File: config.mk
export PLATFORM = sky130hd
export DESIGN_NAME = game_top
export DESIGN_NICKNAME = d
export VERILOG_FILES = /design/src/game_pkg.sv /design/src/game_sprite_if.sv /design/src/game_spawn.sv /design/src/game_sprite.sv /design/src/game_overlap.sv /design/src/game_master_fsm.sv /design/src/game_mixer.sv /design/src/game_top.sv
export SDC_FILE = /design/constraint.sdc
export NUM_CORES = 1
export LEC_CHECK = 0
export BUFFER_PORTS_ARGS = -buffer_cell sky130_fd_sc_hd__clkbuf_2
export CAP_MARGIN = 20
export CORE_ASPECT_RATIO = 0.7
export CORE_UTILIZATION = 33
export CTS_BUF_LIST = sky130_fd_sc_hd__clkbuf_4
export CTS_CLUSTER_SIZE = 12
export DETAILED_ROUTE_END_ITERATION = 6
export PLACE_DENSITY = 0.45
export SLEW_MARGIN = 10
export SYNTH_ARGS = -nofsm -noshare
export SYNTH_HDL_FRONTEND = slang
export SYNTH_SLANG_ARGS = --single-unit
export TNS_END_PERCENT = 1
File: constraint.sdc
create_clock -name clk -period 7.8 [get_ports clk]
set_clock_uncertainty 0.05 [all_clocks]
set_input_delay 0.39 -clock clk [delete_from_list [all_inputs] [get_ports clk]]
set_output_delay 0.39 -clock clk [all_outputs]
set_load 0.1 [all_outputs]
File: src/game_pkg.sv
package game_pkg;

    // ====================
    // pixel colours
    // ====================

    typedef logic [2:0] rgb_t;  // one bit each for red, green and blue

    localparam rgb_t black_rgb      = 3'b000;
    localparam rgb_t background_rgb = 3'b001;
    localparam rgb_t meteor_rgb     = 3'b110;
    localparam rgb_t ship_rgb       = 3'b010;
    localparam rgb_t bullet_rgb     = 3'b111;
    localparam rgb_t won_rgb        = 3'b011;
    localparam rgb_t lost_rgb       = 3'b100;

    // ====================
    // sprites
    // ====================

    localparam int sprite_size = 16;  // edge of every square box in pixels

    typedef logic signed [2:0] velocity_t;  // pixels per motion strobe

    // ====================
    // game flow
    // ====================

    typedef enum logic [2:0]
    {
        st_idle,
        st_start,
        st_play,
        st_won,
        st_lost
    } game_state_t;

endpackage

File: src/game_sprite_if.sv
`timescale 1ns/1ps

interface game_sprite_if
    import game_pkg::*;
#(
    parameter screen_width  = 640,
    parameter screen_height = 480
);

    localparam w_x = $clog2(screen_width);
    localparam w_y = $clog2(screen_height);

    logic [w_x - 1:0] write_x;
    logic [w_y - 1:0] write_y;
    velocity_t        write_dx;
    velocity_t        write_dy;

    logic             write_xy;       // single-cycle load of position and velocity
    logic             enable_update;  // motion runs while this level is high

    logic             within_screen;
    logic [w_x - 1:0] left;
    logic [w_x - 1:0] right;   // exclusive edge that reads zero while the sprite is hidden
    logic [w_y - 1:0] top;
    logic [w_y - 1:0] bottom;  // exclusive edge that reads zero while the sprite is hidden

    modport spawn  (output write_x, write_y, write_dx, write_dy);
    modport ctrl   (output write_xy, enable_update, input within_screen);
    modport sprite (input  write_x, write_y, write_dx, write_dy, write_xy, enable_update,
                    output within_screen, left, right, top, bottom);
    modport box    (input  left, right, top, bottom);

endinterface

File: src/game_spawn.sv
`timescale 1ns/1ps

module game_spawn
    import game_pkg::*;
#(
    parameter screen_width  = 640,
    parameter screen_height = 480
)
(
    input                                    clk,
    input                                    rst_n,
    input        [1:0]                       left_right_keys,
    game_sprite_if.spawn                     meteor,
    game_sprite_if.spawn                     ship,
    game_sprite_if.spawn                     bullet,
    input        [$clog2(screen_width) - 1:0] ship_left
);

    localparam w_x = $clog2(screen_width);
    localparam w_y = $clog2(screen_height);

    localparam logic [w_x - 1:0] centre_x = w_x'(screen_width / 2 - sprite_size / 2);

    logic [15:0] lfsr;

    // steps every clock with the polynomial x^16 + x^14 + x^13 + x^11 + 1
    always_ff @(posedge clk or negedge rst_n)
    begin
        if (!rst_n)
            lfsr <= 16'hace1;
        else
            lfsr <= {lfsr[14:0], lfsr[15] ^ lfsr[13] ^ lfsr[12] ^ lfsr[10]};
    end

    assign meteor.write_x  = centre_x + w_x'(lfsr[2:0]);  // small random jitter around centre
    assign meteor.write_y  = '0;
    assign meteor.write_dx = 3'sd0;
    assign meteor.write_dy = 3'sd1;

    assign ship.write_x    = centre_x;
    assign ship.write_y    = w_y'(screen_height - 20);
    assign ship.write_dy   = 3'sd0;

    always_comb
    begin
        case (left_right_keys)
            2'b10:   ship.write_dx = -3'sd1;
            2'b01:   ship.write_dx = 3'sd1;
            default: ship.write_dx = 3'sd0;  // both keys or none hold the ship still
        endcase
    end

    // the bullet leaves from the ship's muzzle, wherever the ship is now
    assign bullet.write_x  = ship_left;
    assign bullet.write_y  = w_y'(screen_height - 37);
    assign bullet.write_dx = 3'sd0;
    assign bullet.write_dy = -3'sd2;

    lfsr_never_zero: assert property (@(posedge clk) disable iff (!rst_n) lfsr != '0)
        else $error("lfsr locked up at zero");

endmodule

File: src/game_sprite.sv
`timescale 1ns/1ps

module game_sprite
    import game_pkg::*;
#(
    parameter screen_width         = 640,
    parameter screen_height        = 480,
    parameter update_counter_width = 20
)
(
    input                 clk,
    input                 rst_n,
    game_sprite_if.sprite spr
);

    localparam w_x = $clog2(screen_width);
    localparam w_y = $clog2(screen_height);

    logic [w_x - 1:0]                  x;
    logic [w_y - 1:0]                  y;
    velocity_t                         dx;
    velocity_t                         dy;
    logic [update_counter_width - 1:0] update_cnt;
    logic                              strobe;
    logic                              visible;

    // ====================
    // motion
    // ====================

    always_ff @(posedge clk or negedge rst_n)
    begin
        if (!rst_n)
            update_cnt <= '0;
        else
            update_cnt <= update_cnt + 1'b1;
    end

    assign strobe = &update_cnt;  // one clock in every 2**update_counter_width

    always_ff @(posedge clk)
    begin
        if (spr.write_xy)
        begin
            x  <= spr.write_x;
            y  <= spr.write_y;
            dx <= spr.write_dx;
            dy <= spr.write_dy;
        end
        else if (spr.enable_update && strobe)
        begin
            x  <= x + w_x'(dx);  // wraps, which takes the sprite off screen
            y  <= y + w_y'(dy);
            // velocity follows the spawn side so the ship answers the keys
            dx <= spr.write_dx;
            dy <= spr.write_dy;
        end
    end

    // ====================
    // bounding box
    // ====================

    assign visible = spr.enable_update && (x < screen_width) && (y < screen_height);

    assign spr.within_screen = visible;

    // a hidden sprite has zero right and bottom edges, so it neither overlaps nor draws
    assign spr.left   = x;
    assign spr.top    = y;
    assign spr.right  = visible ? x + w_x'(sprite_size) : '0;
    assign spr.bottom = visible ? y + w_y'(sprite_size) : '0;

    write_xy_single: assert property (@(posedge clk) disable iff (!rst_n)
        spr.write_xy |=> !spr.write_xy)
        else $error("write_xy held for more than one cycle");

endmodule

File: src/game_overlap.sv
`timescale 1ns/1ps

module game_overlap
#(
    parameter screen_width  = 640,
    parameter screen_height = 480
)
(
    input              clk,
    input              rst_n,
    game_sprite_if.box meteor,
    game_sprite_if.box ship,
    game_sprite_if.box bullet,
    output logic       hit,
    output logic       crash
);

    localparam w_x = $clog2(screen_width);
    localparam w_y = $clog2(screen_height);

    // edges are exclusive on the right and bottom so the compares are strict
    function automatic logic boxes_overlap(
        input logic [w_x - 1:0] l1,
        input logic [w_x - 1:0] r1,
        input logic [w_y - 1:0] t1,
        input logic [w_y - 1:0] b1,
        input logic [w_x - 1:0] l2,
        input logic [w_x - 1:0] r2,
        input logic [w_y - 1:0] t2,
        input logic [w_y - 1:0] b2
    );
        return (l1 < r2) && (l2 < r1) && (t1 < b2) && (t2 < b1);
    endfunction

    always_ff @(posedge clk or negedge rst_n)
    begin
        if (!rst_n)
        begin
            hit   <= 1'b0;
            crash <= 1'b0;
        end
        else
        begin
            hit   <= boxes_overlap(bullet.left, bullet.right, bullet.top, bullet.bottom,
                                   meteor.left, meteor.right, meteor.top, meteor.bottom);
            crash <= boxes_overlap(ship.left, ship.right, ship.top, ship.bottom,
                                   meteor.left, meteor.right, meteor.top, meteor.bottom);
        end
    end

endmodule

File: src/game_master_fsm.sv
`timescale 1ns/1ps

module game_master_fsm
    import game_pkg::*;
#(
    parameter             update_counter_width = 20,
    parameter             game_time_width      = 25,
    parameter logic [3:0] win_score            = 4'd9
)
(
    input                clk,
    input                rst_n,
    input                launch_key,
    input                shoot,
    input                hit,
    input                crash,
    game_sprite_if.ctrl  meteor,
    game_sprite_if.ctrl  ship,
    game_sprite_if.ctrl  bullet,
    output game_state_t  state,
    output logic [3:0]   score
);

    localparam w_timer = update_counter_width + game_time_width;

    game_state_t        state_next;
    logic [w_timer - 1:0] timer;
    logic               timer_expired;
    logic               hit_d;
    logic               scored;
    logic               game_over;
    logic               bullet_on;

    // hit stays up for two cycles while the bullet is removed so only its first edge counts
    assign scored        = (state == st_play) && hit && !hit_d && !game_over;
    assign timer_expired = &timer;
    assign game_over     = crash || !meteor.within_screen || timer_expired;

    // ====================
    // state transitions
    // ====================

    always_comb
    begin
        state_next = state;
        case (state)
            st_idle, st_won, st_lost:
                if (launch_key)
                    state_next = st_start;
            st_start:
                state_next = st_play;
            st_play:
                if (game_over)
                    state_next = st_lost;
                else if (scored && score + 4'd1 == win_score)
                    state_next = st_won;
            default:
                state_next = st_idle;
        endcase
    end

    always_ff @(posedge clk or negedge rst_n)
    begin
        if (!rst_n)
        begin
            state     <= st_idle;
            score     <= '0;
            timer     <= '0;
            hit_d     <= 1'b0;
            bullet_on <= 1'b0;
        end
        else
        begin
            state <= state_next;
            hit_d <= hit;

            if (state == st_start)
                score <= '0;
            else if (scored)
                score <= score + 4'd1;

            if (state != st_play || scored)
                timer <= '0;  // every new meteor gets a full time slot
            else
                timer <= timer + 1'b1;

            if (state != st_play || scored)
                bullet_on <= 1'b0;
            else if (bullet.write_xy)
                bullet_on <= 1'b1;
        end
    end

    // ====================
    // sprite control
    // ====================

    assign meteor.write_xy      = (state == st_start) || scored;  // respawn on every hit
    assign ship.write_xy        = (state == st_start);
    assign bullet.write_xy      = (state == st_play) && shoot && !bullet.within_screen;

    assign meteor.enable_update = (state == st_play);
    assign ship.enable_update   = (state == st_play);
    assign bullet.enable_update = bullet_on;

    score_in_range: assert property (@(posedge clk) disable iff (!rst_n) score <= win_score)
        else $error("score went past win_score");

endmodule

File: src/game_mixer.sv
`timescale 1ns/1ps

module game_mixer
    import game_pkg::*;
#(
    parameter screen_width  = 640,
    parameter screen_height = 480
)
(
    input                                      clk,
    input                                      rst_n,
    input                                      display_on,
    input        [$clog2(screen_width)  - 1:0] x,
    input        [$clog2(screen_height) - 1:0] y,
    game_sprite_if.box                         meteor,
    game_sprite_if.box                         ship,
    game_sprite_if.box                         bullet,
    input  game_state_t                        state,
    output rgb_t                               rgb
);

    localparam w_x = $clog2(screen_width);
    localparam w_y = $clog2(screen_height);

    rgb_t rgb_next;

    function automatic logic in_box(
        input logic [w_x - 1:0] px,
        input logic [w_y - 1:0] py,
        input logic [w_x - 1:0] left,
        input logic [w_x - 1:0] right,
        input logic [w_y - 1:0] top,
        input logic [w_y - 1:0] bottom
    );
        return (px >= left) && (px < right) && (py >= top) && (py < bottom);
    endfunction

    always_comb
    begin
        if (!display_on)
            rgb_next = black_rgb;
        else if (state == st_won)
            rgb_next = won_rgb;
        else if (state == st_lost)
            rgb_next = lost_rgb;
        else if (state == st_play &&
                 in_box(x, y, bullet.left, bullet.right, bullet.top, bullet.bottom))
            rgb_next = bullet_rgb;
        else if (state == st_play &&
                 in_box(x, y, ship.left, ship.right, ship.top, ship.bottom))
            rgb_next = ship_rgb;
        else if (state == st_play &&
                 in_box(x, y, meteor.left, meteor.right, meteor.top, meteor.bottom))
            rgb_next = meteor_rgb;
        else
            rgb_next = background_rgb;
    end

    always_ff @(posedge clk or negedge rst_n)
    begin
        if (!rst_n)
            rgb <= black_rgb;
        else
            rgb <= rgb_next;  // one pixel clock behind x and y
    end

endmodule

File: src/game_top.sv
`timescale 1ns/1ps

module game_top
    import game_pkg::*;
#(
    parameter             screen_width         = 640,
    parameter             screen_height        = 480,
    parameter             update_counter_width = 20,
    parameter             game_time_width      = 25,
    parameter logic [3:0] win_score            = 4'd9
)
(
    input                                      clk,
    input                                      rst_n,
    input                                      launch_key,
    input        [1:0]                         left_right_keys,
    input                                      shoot,
    input                                      display_on,
    input        [$clog2(screen_width)  - 1:0] x,
    input        [$clog2(screen_height) - 1:0] y,
    output logic [3:0]                         score,
    output rgb_t                               rgb
);

    logic        hit;
    logic        crash;
    game_state_t state;

    game_sprite_if #(.screen_width(screen_width), .screen_height(screen_height)) meteor_if ();
    game_sprite_if #(.screen_width(screen_width), .screen_height(screen_height)) ship_if ();
    game_sprite_if #(.screen_width(screen_width), .screen_height(screen_height)) bullet_if ();

    // ====================
    // input side
    // ====================

    game_spawn #(.screen_width(screen_width), .screen_height(screen_height)) spawn
    (
        .clk             ( clk              ),
        .rst_n           ( rst_n            ),
        .left_right_keys ( left_right_keys  ),
        .meteor          ( meteor_if.spawn  ),
        .ship            ( ship_if.spawn    ),
        .bullet          ( bullet_if.spawn  ),
        .ship_left       ( ship_if.left     )
    );

    // ====================
    // sprites and game logic
    // ====================

    game_sprite #(screen_width, screen_height, update_counter_width) meteor_sprite
        (.clk(clk), .rst_n(rst_n), .spr(meteor_if.sprite));

    game_sprite #(screen_width, screen_height, update_counter_width) ship_sprite
        (.clk(clk), .rst_n(rst_n), .spr(ship_if.sprite));

    game_sprite #(screen_width, screen_height, update_counter_width) bullet_sprite
        (.clk(clk), .rst_n(rst_n), .spr(bullet_if.sprite));

    game_overlap #(.screen_width(screen_width), .screen_height(screen_height)) overlap
    (
        .clk    ( clk           ),
        .rst_n  ( rst_n         ),
        .meteor ( meteor_if.box ),
        .ship   ( ship_if.box   ),
        .bullet ( bullet_if.box ),
        .hit    ( hit           ),
        .crash  ( crash         )
    );

    game_master_fsm
    #(
        .update_counter_width ( update_counter_width ),
        .game_time_width      ( game_time_width      ),
        .win_score            ( win_score            )
    )
    master_fsm
    (
        .clk        ( clk            ),
        .rst_n      ( rst_n          ),
        .launch_key ( launch_key     ),
        .shoot      ( shoot          ),
        .hit        ( hit            ),
        .crash      ( crash          ),
        .meteor     ( meteor_if.ctrl ),
        .ship       ( ship_if.ctrl   ),
        .bullet     ( bullet_if.ctrl ),
        .state      ( state          ),
        .score      ( score          )
    );

    // ====================
    // output side
    // ====================

    game_mixer #(.screen_width(screen_width), .screen_height(screen_height)) mixer
    (
        .clk        ( clk           ),
        .rst_n      ( rst_n         ),
        .display_on ( display_on    ),
        .x          ( x             ),
        .y          ( y             ),
        .meteor     ( meteor_if.box ),
        .ship       ( ship_if.box   ),
        .bullet     ( bullet_if.box ),
        .state      ( state         ),
        .rgb        ( rgb           )
    );

endmodule

---- Yosys cells after proc, flatten, opt, wreduce, memory -nomap -nowiden ----
Index checks and enable logic that the tools add are counted.
word-level totals
  register bits ........................... 186
  output and inout bits ................... 7
  input bits .............................. 26
  logic and storage cells ................. 152
cells by class
  bitwise operators ....................... 3
  reductions and logical operators ........ 54
  eq/ne operators ......................... 12
  add/subtract/negate cells ............... 14
  order comparisons ....................... 25
  multiplexer cells ....................... 26
operators with widths
  cell                                                             count
  10-bit < comparator                                              7
  20-bit by 1-bit adder with 20-bit output, second input constant  3
  20-bit AND reduction                                             3
  9-bit < comparator                                               6
  10-bit 2-to-1 mux                                                5
  45-bit by 1-bit adder with 45-bit output, second input constant  1
  45-bit 2-to-1 mux                                                1
  45-bit AND reduction                                             1
  3-bit 2-to-1 mux                                                 11
  1-bit logical AND                                                32
  10-bit by 5-bit adder with 10-bit output, second input constant  3
  10-bit greater-or-equal comparator                               3
  10-bit < comparator, second input constant                       3
  9-bit 2-to-1 mux                                                 3
  9-bit by 5-bit adder with 9-bit output, second input constant    2
  9-bit greater-or-equal comparator                                2
  9-bit < comparator, second input constant                        2
  10-bit adder                                                     1
  9-bit by 3-bit adder with 10-bit output, first input constant    1
  2-bit nonzero test                                               5
  9-bit by 1-bit adder with 9-bit output, second input constant    1
  9-bit adder, second input constant                               1
  9-bit greater-or-equal comparator, second input constant         1
  9-bit < comparator, first input constant                         1
  other kinds (21)                                                 35

---- Depth between registers and ports, before layout ----
Gate-level depths: netlist of the first run.
  word-level depth ........................ 15
  depth in mapped cells ................... 13
  gate-level depth less buffers ........... 12

---- Cells and area by module ----
From an unflattened synthesis of the first run, not the netlist that was laid out.
unflattened totals
  cell total of the unflattened synthesis .. 1823
  area, all modules ....................... 16963.8 µm²
modules (own cells, without submodules)
  module                           area each (µm²)  sequential area each (µm²)  times used  cells an instance
  game_sprite (bullet_sprite ...)  2850.2           1251.2                      2           278
  game_master_fsm                  2930.3           1351.3                      1           296
  game_sprite (meteor_sprite)      2885.3           1251.2                      1           282
  game_mixer                       2756.4           75.1                        1           370
  game_overlap                     1679.1           50.0                        1           222
  game_spawn                       1012.2           410.4                       1           97

---- Worst setup path before layout of the first run ----
OpenSTA, ideal clock, no wires.
  path kind ............................... register -> register
  start ................................... reg master_fsm.state[2]
  end ..................................... reg mixer.rgb[1]
  path slack .............................. 5.060 ns
  buffers on the path ..................... 2
  period minus slack after synthesis ...... 2.740 ns
  arrival time ............................ 2.590 ns
  cell stages (with the launch flop) ...... 14
  setup time .............................. 0.099 ns
  required time ........................... 7.651 ns
  cells stage by stage .................... dfrtp_1 > buf_2 > nor3b_2 > and2_2 > buf_2 > nand2_1 > ha_1 > a21oi_1 > nor2_1 > a211oi_1 > o2111ai_1 > nor4_2 > nor2_1 > a311oi_1
between the ends
  cells in the longest elaborated chain, start to end .. 15
  elaborated cells between the ends (all ways) .. 29
  classes of those cells .................. order compare: 4; eq/ne: 3; mux: 10; reduce/logical: 12
RTL lines
  what                                            line                   source
  from (decl)                                     game_master_fsm.sv:20  output game_state_t state,
  from (signal assigned)                          game_master_fsm.sv:66  state <= st_idle;
  from (signal assigned)                          game_master_fsm.sv:74  state <= state_next;
  3-bit by 2-bit equality test with 1-bit output  --
  1-bit logical AND (2 in a row)                  game_sprite.sv:64      assign visible = spr.enable_update && (x < screen_width) && (y < screen_height);
  10-bit 2-to-1 mux                               game_sprite.sv:71      assign spr.right = visible ? x + w_x'(sprite_size) : '0;
  10-bit < comparator                             game_mixer.sv:35       return (px >= left) && (px < right) && (py >= top) && (py < bottom);
  1-bit logical AND (3 in a row)                  game_mixer.sv:35
  1-bit logical AND                               game_mixer.sv:52       else if (state == st_play &&
  3-bit 2-to-1 mux                                game_mixer.sv:52
  3-bit 2-to-1 mux                                game_mixer.sv:49       else if (state == st_play &&
  3-bit 2-to-1 mux                                game_mixer.sv:46       else if (state == st_play &&
  3-bit 2-to-1 mux                                game_mixer.sv:44       else if (state == st_lost)
  3-bit 2-to-1 mux (*)                            game_mixer.sv:42       else if (state == st_won)
  3-bit 2-to-1 mux (*)                            game_mixer.sv:40       if (!display_on)
  named net mixer.rgb_next[1]                     game_mixer.sv:25       rgb_t rgb_next;
  to (signal assigned)                            game_mixer.sv:62       rgb <= black_rgb;
  to (signal assigned)                            game_mixer.sv:64       rgb <= rgb_next;
  to (decl)                                       game_mixer.sv:19       output rgb_t rgb
The timed path passes the listed nets; every way through them passes the cells marked *.
A chain may end at the register's enable or synchronous reset.

---- Final worst setup path of the first run ----
Same ends and word-level chain as after synthesis.

==> flow_metrics.py, run 1 <==
metrics = {
    "floorplan": {
        "rows": 55,
        "start_util": 0.3383,
        "die_w_um": 220.6,
        "fp.dieArea_mm2": 0.03419,
        "top_level_ports": 33,
        "core_area_mm2": 0.03262,
        "die_y_um": 155,
    },
    "timing": {
        "rsz0062_at_grt": "false",
        "finalCriticalPeriod_ns": 3.604,
        "worstMarginPinSlew_ns": 0.9223,
        "max_slew_margin": 0.3851,
        "fmax_mhz": 277.5,
        "setup_tns_ns": 0,
        "min_period_over_period": 0.4621,
        "setup_viol": 0,
        "setup_ws_ns": 4.196,
        "hold_ws_ns": 0.1083,
        "finalHoldViolCount": 0,
        "slew_viol_final": 0,
    },
    "clocking": {
        "cts-buffers-inserted": 17,
        "htree_levels": 4,
        "hold_buffers": 5,
        "cts_sinks": 177,
        "cts_buffer_depth": 2,
        "tritoncts": "built",
        "clock_latency_ns": 0.64,
        "clk_pin_slew_worst_paths_ns": 0.14,
        "cts_setup_buffers": 0,
        "root_buffer": "clkbuf_4",
        "ctsResizeCount": 0,
    },
    "routing": {
        "via_per_inst": 5.001,
        "wl_met3_um": 1149,
        "dr.max_layer_used": "met4",
        "wl_met1_um": 15330,
        "met2_length_um": 10740,
        "drtIter0Drc": 544,
        "antenna_left": 0,
        "dr.pass1.iters": 6,
        "routedWlPerCell_um": 16.95,
        "drt-total-wl_um": 27440,
        "drc": 2,
        "routed-via-count": 8096,
    },
    "setup_path": {
        "arrival_ns": 4.07,
        "cp.required_ns": 8.26,
        "crit_end": "mixer.rgb[1]",
        "r2r-start": "master_fsm.state[2]",
        "reg2reg_depth": 12,
        "cp_slowest_stage_delay_ns": 0.56,
        "startpoint": "master_fsm.state[2]",
        "path_class": "flop to flop",
        "cp_slowest_cell": "nor4_2",
        "reg2reg_to": "mixer.rgb[1]",
        "critPathCaptureType": "flop",
        "critPathMaxFanout": 14,
        "ff2ff_setup_slack_ns": 4.20,
        "start_kind": "flop",
        "critical_path.cell_chain": "nor3b_2, buf_4, and2_2, o21ai_0, ha_1, nor4b_1, o21ai_0, nor2_1, o2111ai_1, nor4_2, nor2_1, a311oi_1",
    },
    "final_layout": {
        "design_area_mm2": 0.01201,
        "final_common_cell": "ha_1",
        "final-seq-area_mm2": 0.004379,
        "nets": 1348,
        "area_delta_synth_final_pct": 8.855,
        "multi_input_area_mm2": 0.006307,
        "drive_gt1_frac": 0.08732,
        "fin_cells": 1619,
        "final_cell_mix": "ha_1, dfrtp_1, nor2_1",
        "fin_util": 0.3683,
        "fill_cells": 3351,
    },
    "synthesis": {
        "yosysTopAreaCellShare": 0.2880,
        "postSynthAreaPerCell_um2": 9.697,
        "synth-edff-count": 15,
        "synth_nets": 1308,
        "yosysWarnings": 0,
        "synth_top_cell_by_area": "dfrtp_1",
        "yosysUniqueCellTypes": 77,
        "synth_area_mm2": 0.01104,
        "syn_inst": 1138,
        "async_reset_ff_frac": 0.7627,
        "yosysSeqAreaShare": 0.3968,
        "synthFlopType": "dfrtp_1",
        "synth_seq_cells": 177,
        "synth.area.top_cells": "dfrtp_1, ha_1, xnor2_1, dfxtp_1, edfxtp_1",
    },
    "pwr": {
        "powerDensity_mw_per_mm2": 178.7,
        "max-vdd-ir-drop_mv": 0.07507,
        "finalPower_mw": 2.146,
        "p_leak_nw": 5.328,
    },
    "placed_design": {
        "place_congestion": 0.8376,
        "dpl_worst_slack_ns": 4.231,
        "hpwl_um": 20490,
        "port_buffers": 32,
        "dp.cells": 1581,
        "postPlaceCellArea_mm2": 0.01165,
    },
    "status": {
        "status": "finished with violations",
        "violations": "DRC",
    },
    "global_route": {
        "grt_pass1_wl_um": 44090,
        "antenna_found_initial": 1,
        "first_global_vias": 7652,
        "grtUsageTotal": 0.1689,
        "overflow": 0,
        "grt_max_degree": 74,
    },
    "worst_hold_path": {
        "hold_class": "input pin to flop",
    },
    "flow_run": {
        "maxCapViolations": 0,
    },
}
[sequential cells by signal, summed over array words and instances (netlist names), 2 cells and up]
signal                    count
bullet_sprite.spr.top         8
meteor_sprite.spr.left        3
bullet_sprite.spr.left       10
mixer.rgb                     3
master_fsm.score              4
meteor_sprite.update_cnt     20
meteor_sprite.spr.top         9
ship_sprite.spr.left         10
master_fsm.timer             45
master_fsm.state              3
spawn.lfsr                   16
ship_sprite.dx                2
ship_sprite.update_cnt       20
bullet_sprite.update_cnt     20
[worst min-delay path by stage]
stage / start / to / slack, ns / cells past startpoint
finish: left_right_keys[0] / ship_sprite.dx[1] / 0.11 / 3
global route: left_right_keys[0] / ship_sprite.dx[1] / 0.05 / 3
CTS: left_right_keys[0] / ship_sprite.dx[1] / 0.03 / 3
detailed placement: spawn.lfsr[8] / spawn.lfsr[9] / 0.29 / 0
global placement: spawn.lfsr[8] / spawn.lfsr[9] / 0.28 / 0
floorplan: rst_n / bullet_sprite.update_cnt[0] / 0.04 / 0
[layout make-up]
| class | instances | area share |
|---|---|---|
| inverters | 61 | 0.01906 |
| well taps | 427 | 0.04447 |
| multi-input cells | 880 | 0.5250 |
| clock buffers | 18 | 0.01125 |
| diodes | 1 | 0.0002083 |
| repair buffers | 41 | 0.02052 |
| clock inverters | 14 | 0.01489 |
| flip-flops and latches | 177 | 0.3645 |
[metal layers]
| metal | track usage | vias up |
|---|---|---|
| met3 | 0.03265 | 12 |
| met1 | 0.2692 | 3842 |
| li1 | - | 4118 |
| met5 | 0 | - |
| met2 | 0.2293 | 124 |
| met4 | 0.03523 | 0 |
[critical path, delay by kind of cell, from the launching register on]
family | cells | cell delay (ns)
flip-flops | 1 | 0.49
AND/OR/NAND/NOR | 6 | 1.60
AO/OA/AOI/OAI | 4 | 0.84
adder cells (fa/ha/maj) | 1 | 0.26
buffers and inverters | 1 | 0.27
[cell usage after synthesis, types with 8 or more instances]
cell,instances
dfstp_2,8
xnor2_1,81
o21ai_0,40
a21oi_1,40
inv_1,60
nand2_1,107
nand3_1,78
nor2b_1,10
edfxtp_1,15
xor2_1,50
nand4_1,27
dfrtp_1,127
dfxtp_1,27
ha_1,143
and3_1,29
and4_1,13
nor2_1,108
nor3_1,18
[cells by family (layout without fill, tap and decap cells)]
logic type / count (synthesis) / count (layout) / synth area share
other cells: 0 / 1 / 0
flops: 177 / 177 / 0.3968
simple gates: 446 / 446 / 0.2086
compound gates: 154 / 154 / 0.09036
xor+xnor: 131 / 131 / 0.1040
mux: 5 / 5 / 0.004649
fa+ha+maj: 144 / 144 / 0.1639
buf+inv: 81 / 134 / 0.03163
[power breakdown]
group | leakage, nW | switching (mW) | internal, mW
sequential | 2.15 | 0.0441 | 0.958
clock | 0.171 | 0.358 | 0.232
combinational | 3.00 | 0.365 | 0.189
total | 5.33 | 0.767 | 1.38
Note: power is estimated with default switching activity, not from simulation.
==> run 2: changes to the inputs <==
==> constraint.sdc (replaced) <==
create_clock -name clk -period 3.6 [get_ports clk]
set_clock_uncertainty 0.05 [all_clocks]
set_input_delay 0.18 -clock clk [delete_from_list [all_inputs] [get_ports clk]]
set_output_delay 0.18 -clock clk [all_outputs]
set_load 0.1 [all_outputs]
==> run 2 against run 1 <==
The flow still finishes with violations (DRC). Cell area increased by 0.55%. Hold slack improved by 0.028 ns. Critical path depth increased by 1. Non-clock buffer count increased by 17. Critical path type unchanged. Largest cell class unchanged. Highest routed layer unchanged.
==> flow_metrics.py, run 2 (same netlist as run 1, synthesis figures left out) <==
metrics = {
    "timing": {
        "rsz0062_at_grt": "false",
        "finalHoldViolCount": 0,
        "max_slew_margin": 0.3933,
        "setup_ws_ns": 0.3380,
        "setup_tns_ns": 0,
        "min_period_over_period": 0.9061,
        "slew_viol_final": 0,
        "worstMarginPinSlew_ns": 0.9101,
        "setup_viol": 0,
        "finalCriticalPeriod_ns": 3.262,
        "fmax_mhz": 306.6,
    },
    "final_layout": {
        "fin_cells": 1639,
        "drive_gt1_frac": 0.09685,
        "largest_reg_flops": 45,
        "final_cell_mix": "ha_1, dfrtp_1, nor2_1",
        "final_common_cell": "ha_1",
        "largest-register": "master_fsm.timer",
        "nets": 1365,
        "fill_cells": 3312,
        "area_delta_synth_final_pct": 9.456,
    },
    "setup_path": {
        "critPathMaxFanout": 14,
        "r2r-start": "master_fsm.state[2]",
        "critPathCaptureType": "flop",
        "cp_slowest_cell": "dfrtp_1",
        "cp_slowest_stage_delay_ns": 0.50,
        "path_class": "flop to flop",
        "path_delay_family": "simple AND/OR/NAND/NOR gates",
        "reg2reg_to": "mixer.rgb[1]",
        "path_buf_inv": 2,
        "arrival_ns": 3.73,
        "critical_path.cell_chain": "nor3b_4, and2_2, o21ai_0, buf_4, ha_1, nor4b_1, o21ai_0, nor2_1, o2111ai_1, nor4_2, buf_4, nor2_1, a311oi_1",
        "ff2ff_setup_slack_ns": 0.34,
        "reg2reg_depth": 13,
        "start_kind": "flop",
        "cp.required_ns": 4.07,
    },
    "flow_run": {
        "maxCapViolations": 0,
    },
    "floorplan": {
        "core_area_mm2": 0.03262,
        "start_util": 0.3383,
        "rows": 55,
        "top_level_ports": 33,
        "die_w_um": 220.6,
        "die_y_um": 155,
        "fp.dieArea_mm2": 0.03419,
    },
    "routing": {
        "drc": 2,
        "dr.pass1.iters": 7,
        "drt-total-wl_um": 26830,
        "via_per_inst": 4.957,
        "routedWlPerCell_um": 16.37,
        "routed-via-count": 8124,
        "drtIter0Drc": 510,
        "antenna_left": 0,
    },
    "status": {
        "violations": "DRC",
        "status": "finished with violations",
    },
    "clocking": {
        "cts-buffers-inserted": 17,
        "root_buffer": "clkbuf_4",
        "cts_setup_buffers": 0,
        "clk_pin_slew_worst_paths_ns": 0.15,
        "cts_buffer_depth": 2,
        "htree_levels": 4,
        "cts_sinks": 177,
        "clock_latency_ns": 0.63,
        "tritoncts": "built",
    },
    "placed_design": {
        "port_buffers": 32,
        "dp.cells": 1596,
        "place_congestion": 0.8507,
        "hpwl_um": 20240,
        "dpl_worst_slack_ns": 0.2298,
    },
    "global_route": {
        "overflow": 0,
        "antenna_found_initial": 3,
        "grtUsageTotal": 0.1657,
        "grt_pass1_wl_um": 43130,
        "first_global_vias": 7703,
        "grt_max_degree": 97,
    },
    "worst_hold_path": {
        "hold_class": "input pin to async pin",
    },
    "pwr": {
        "powerDensity_mw_per_mm2": 366.1,
        "max-vdd-ir-drop_mv": 0.1510,
        "p_leak_nw": 5.363,
    },
}
[run 2: changes by cell type in the layout (fill, tap and decap cells not counted), sizes merged, moves of 3 or more]
cell,previous run,this run
clkinvlp,1,4
diode,1,4
buf,5,20
inv,66,63
bufinv,3,0
[run 2: cell type report]
type | instances | area [um^2] | area share
multi-input combinational | 880 | 6315 | 0.5228
sequential | 177 | 4379 | 0.3625
tap | 427 | 534.3 | 0.04423
timing repair buffer | 58 | 379.1 | 0.03139
inverter | 61 | 229.0 | 0.01896
clock buffer | 19 | 142.6 | 0.01181
clock inverter | 13 | 90.09 | 0.007458
antenna | 4 | 10.01 | 0.0008287
[run 2: stage by stage]
stage / total power [mW] / hold slack, ns / cell area [um^2] / utilization
after global routing: 4.770 / 0.1439 / 12080 / 0.3703
after CTS: 4.501 / 0.1322 / 12060 / 0.3698
after floorplan: 3.051 / -0.1656 / 11040 / -
after global placement: 3.439 / 0.2839 / 11760 / 0.3605
after detailed placement: 3.433 / 0.2879 / 11760 / 0.3605
final: 4.422 / 0.1362 / 12080 / 0.3703
[run 2: report_power, final]
part / total [mW] / switching (mW) / internal (mW)
Combinational: 1.25 / 0.813 / 0.434
Clock: 1.01 / 0.728 / 0.286
Sequential: 2.16 / 0.0845 / 2.08
[run 2: worst register-to-register path, cell delays in order, from the launching register on]
cell and delay [ns]:
dfrtp_1 0.50, nor3b_4 0.40, and2_2 0.39, o21ai_0 0.15, buf_4 0.17, ha_1 0.17, nor4b_1 0.22, o21ai_0 0.13
nor2_1 0.13, o2111ai_1 0.13, nor4_2 0.27, buf_4 0.18, nor2_1 0.05, a311oi_1 0.25
[run 2: timing repair]
action,CTS,global route
endpoints found under the hold margin,109,0
resized for setup,0,2
endpoints found under the setup margin,0,3
hold buffers,7,0
[run 2: worst max-delay path by stage]
| stage | start | endpoint | slack (ns) | cells after the start |
|---|---|---|---|---|
| after global placement | bullet_sprite.spr.left[8] | mixer.rgb[1] | 0.22 | 9 |
| after detailed placement | bullet_sprite.spr.left[8] | mixer.rgb[1] | 0.23 | 9 |
| after floorplan | master_fsm.state[2] | mixer.rgb[1] | 0.86 | 13 |
| after CTS | bullet_sprite.spr.left[8] | mixer.rgb[1] | 0.19 | 9 |
| after global routing | master_fsm.state[2] | mixer.rgb[1] | 0.04 | 13 |
| final | master_fsm.state[2] | mixer.rgb[1] | 0.34 | 13 |
[run 2: routing by layer]
| metal | up-vias | track usage | part of all wire |
|---|---|---|---|
| li1 | 4164 | - | - |
| met1 | 3797 | 0.2602 | 0.56 |
| met2 | 146 | 0.2217 | 0.39 |
| met3 | 17 | 0.03891 | 0.042 |
| met4 | 0 | 0.04142 | 0.010 |
| met5 | - | 0 | 0 |
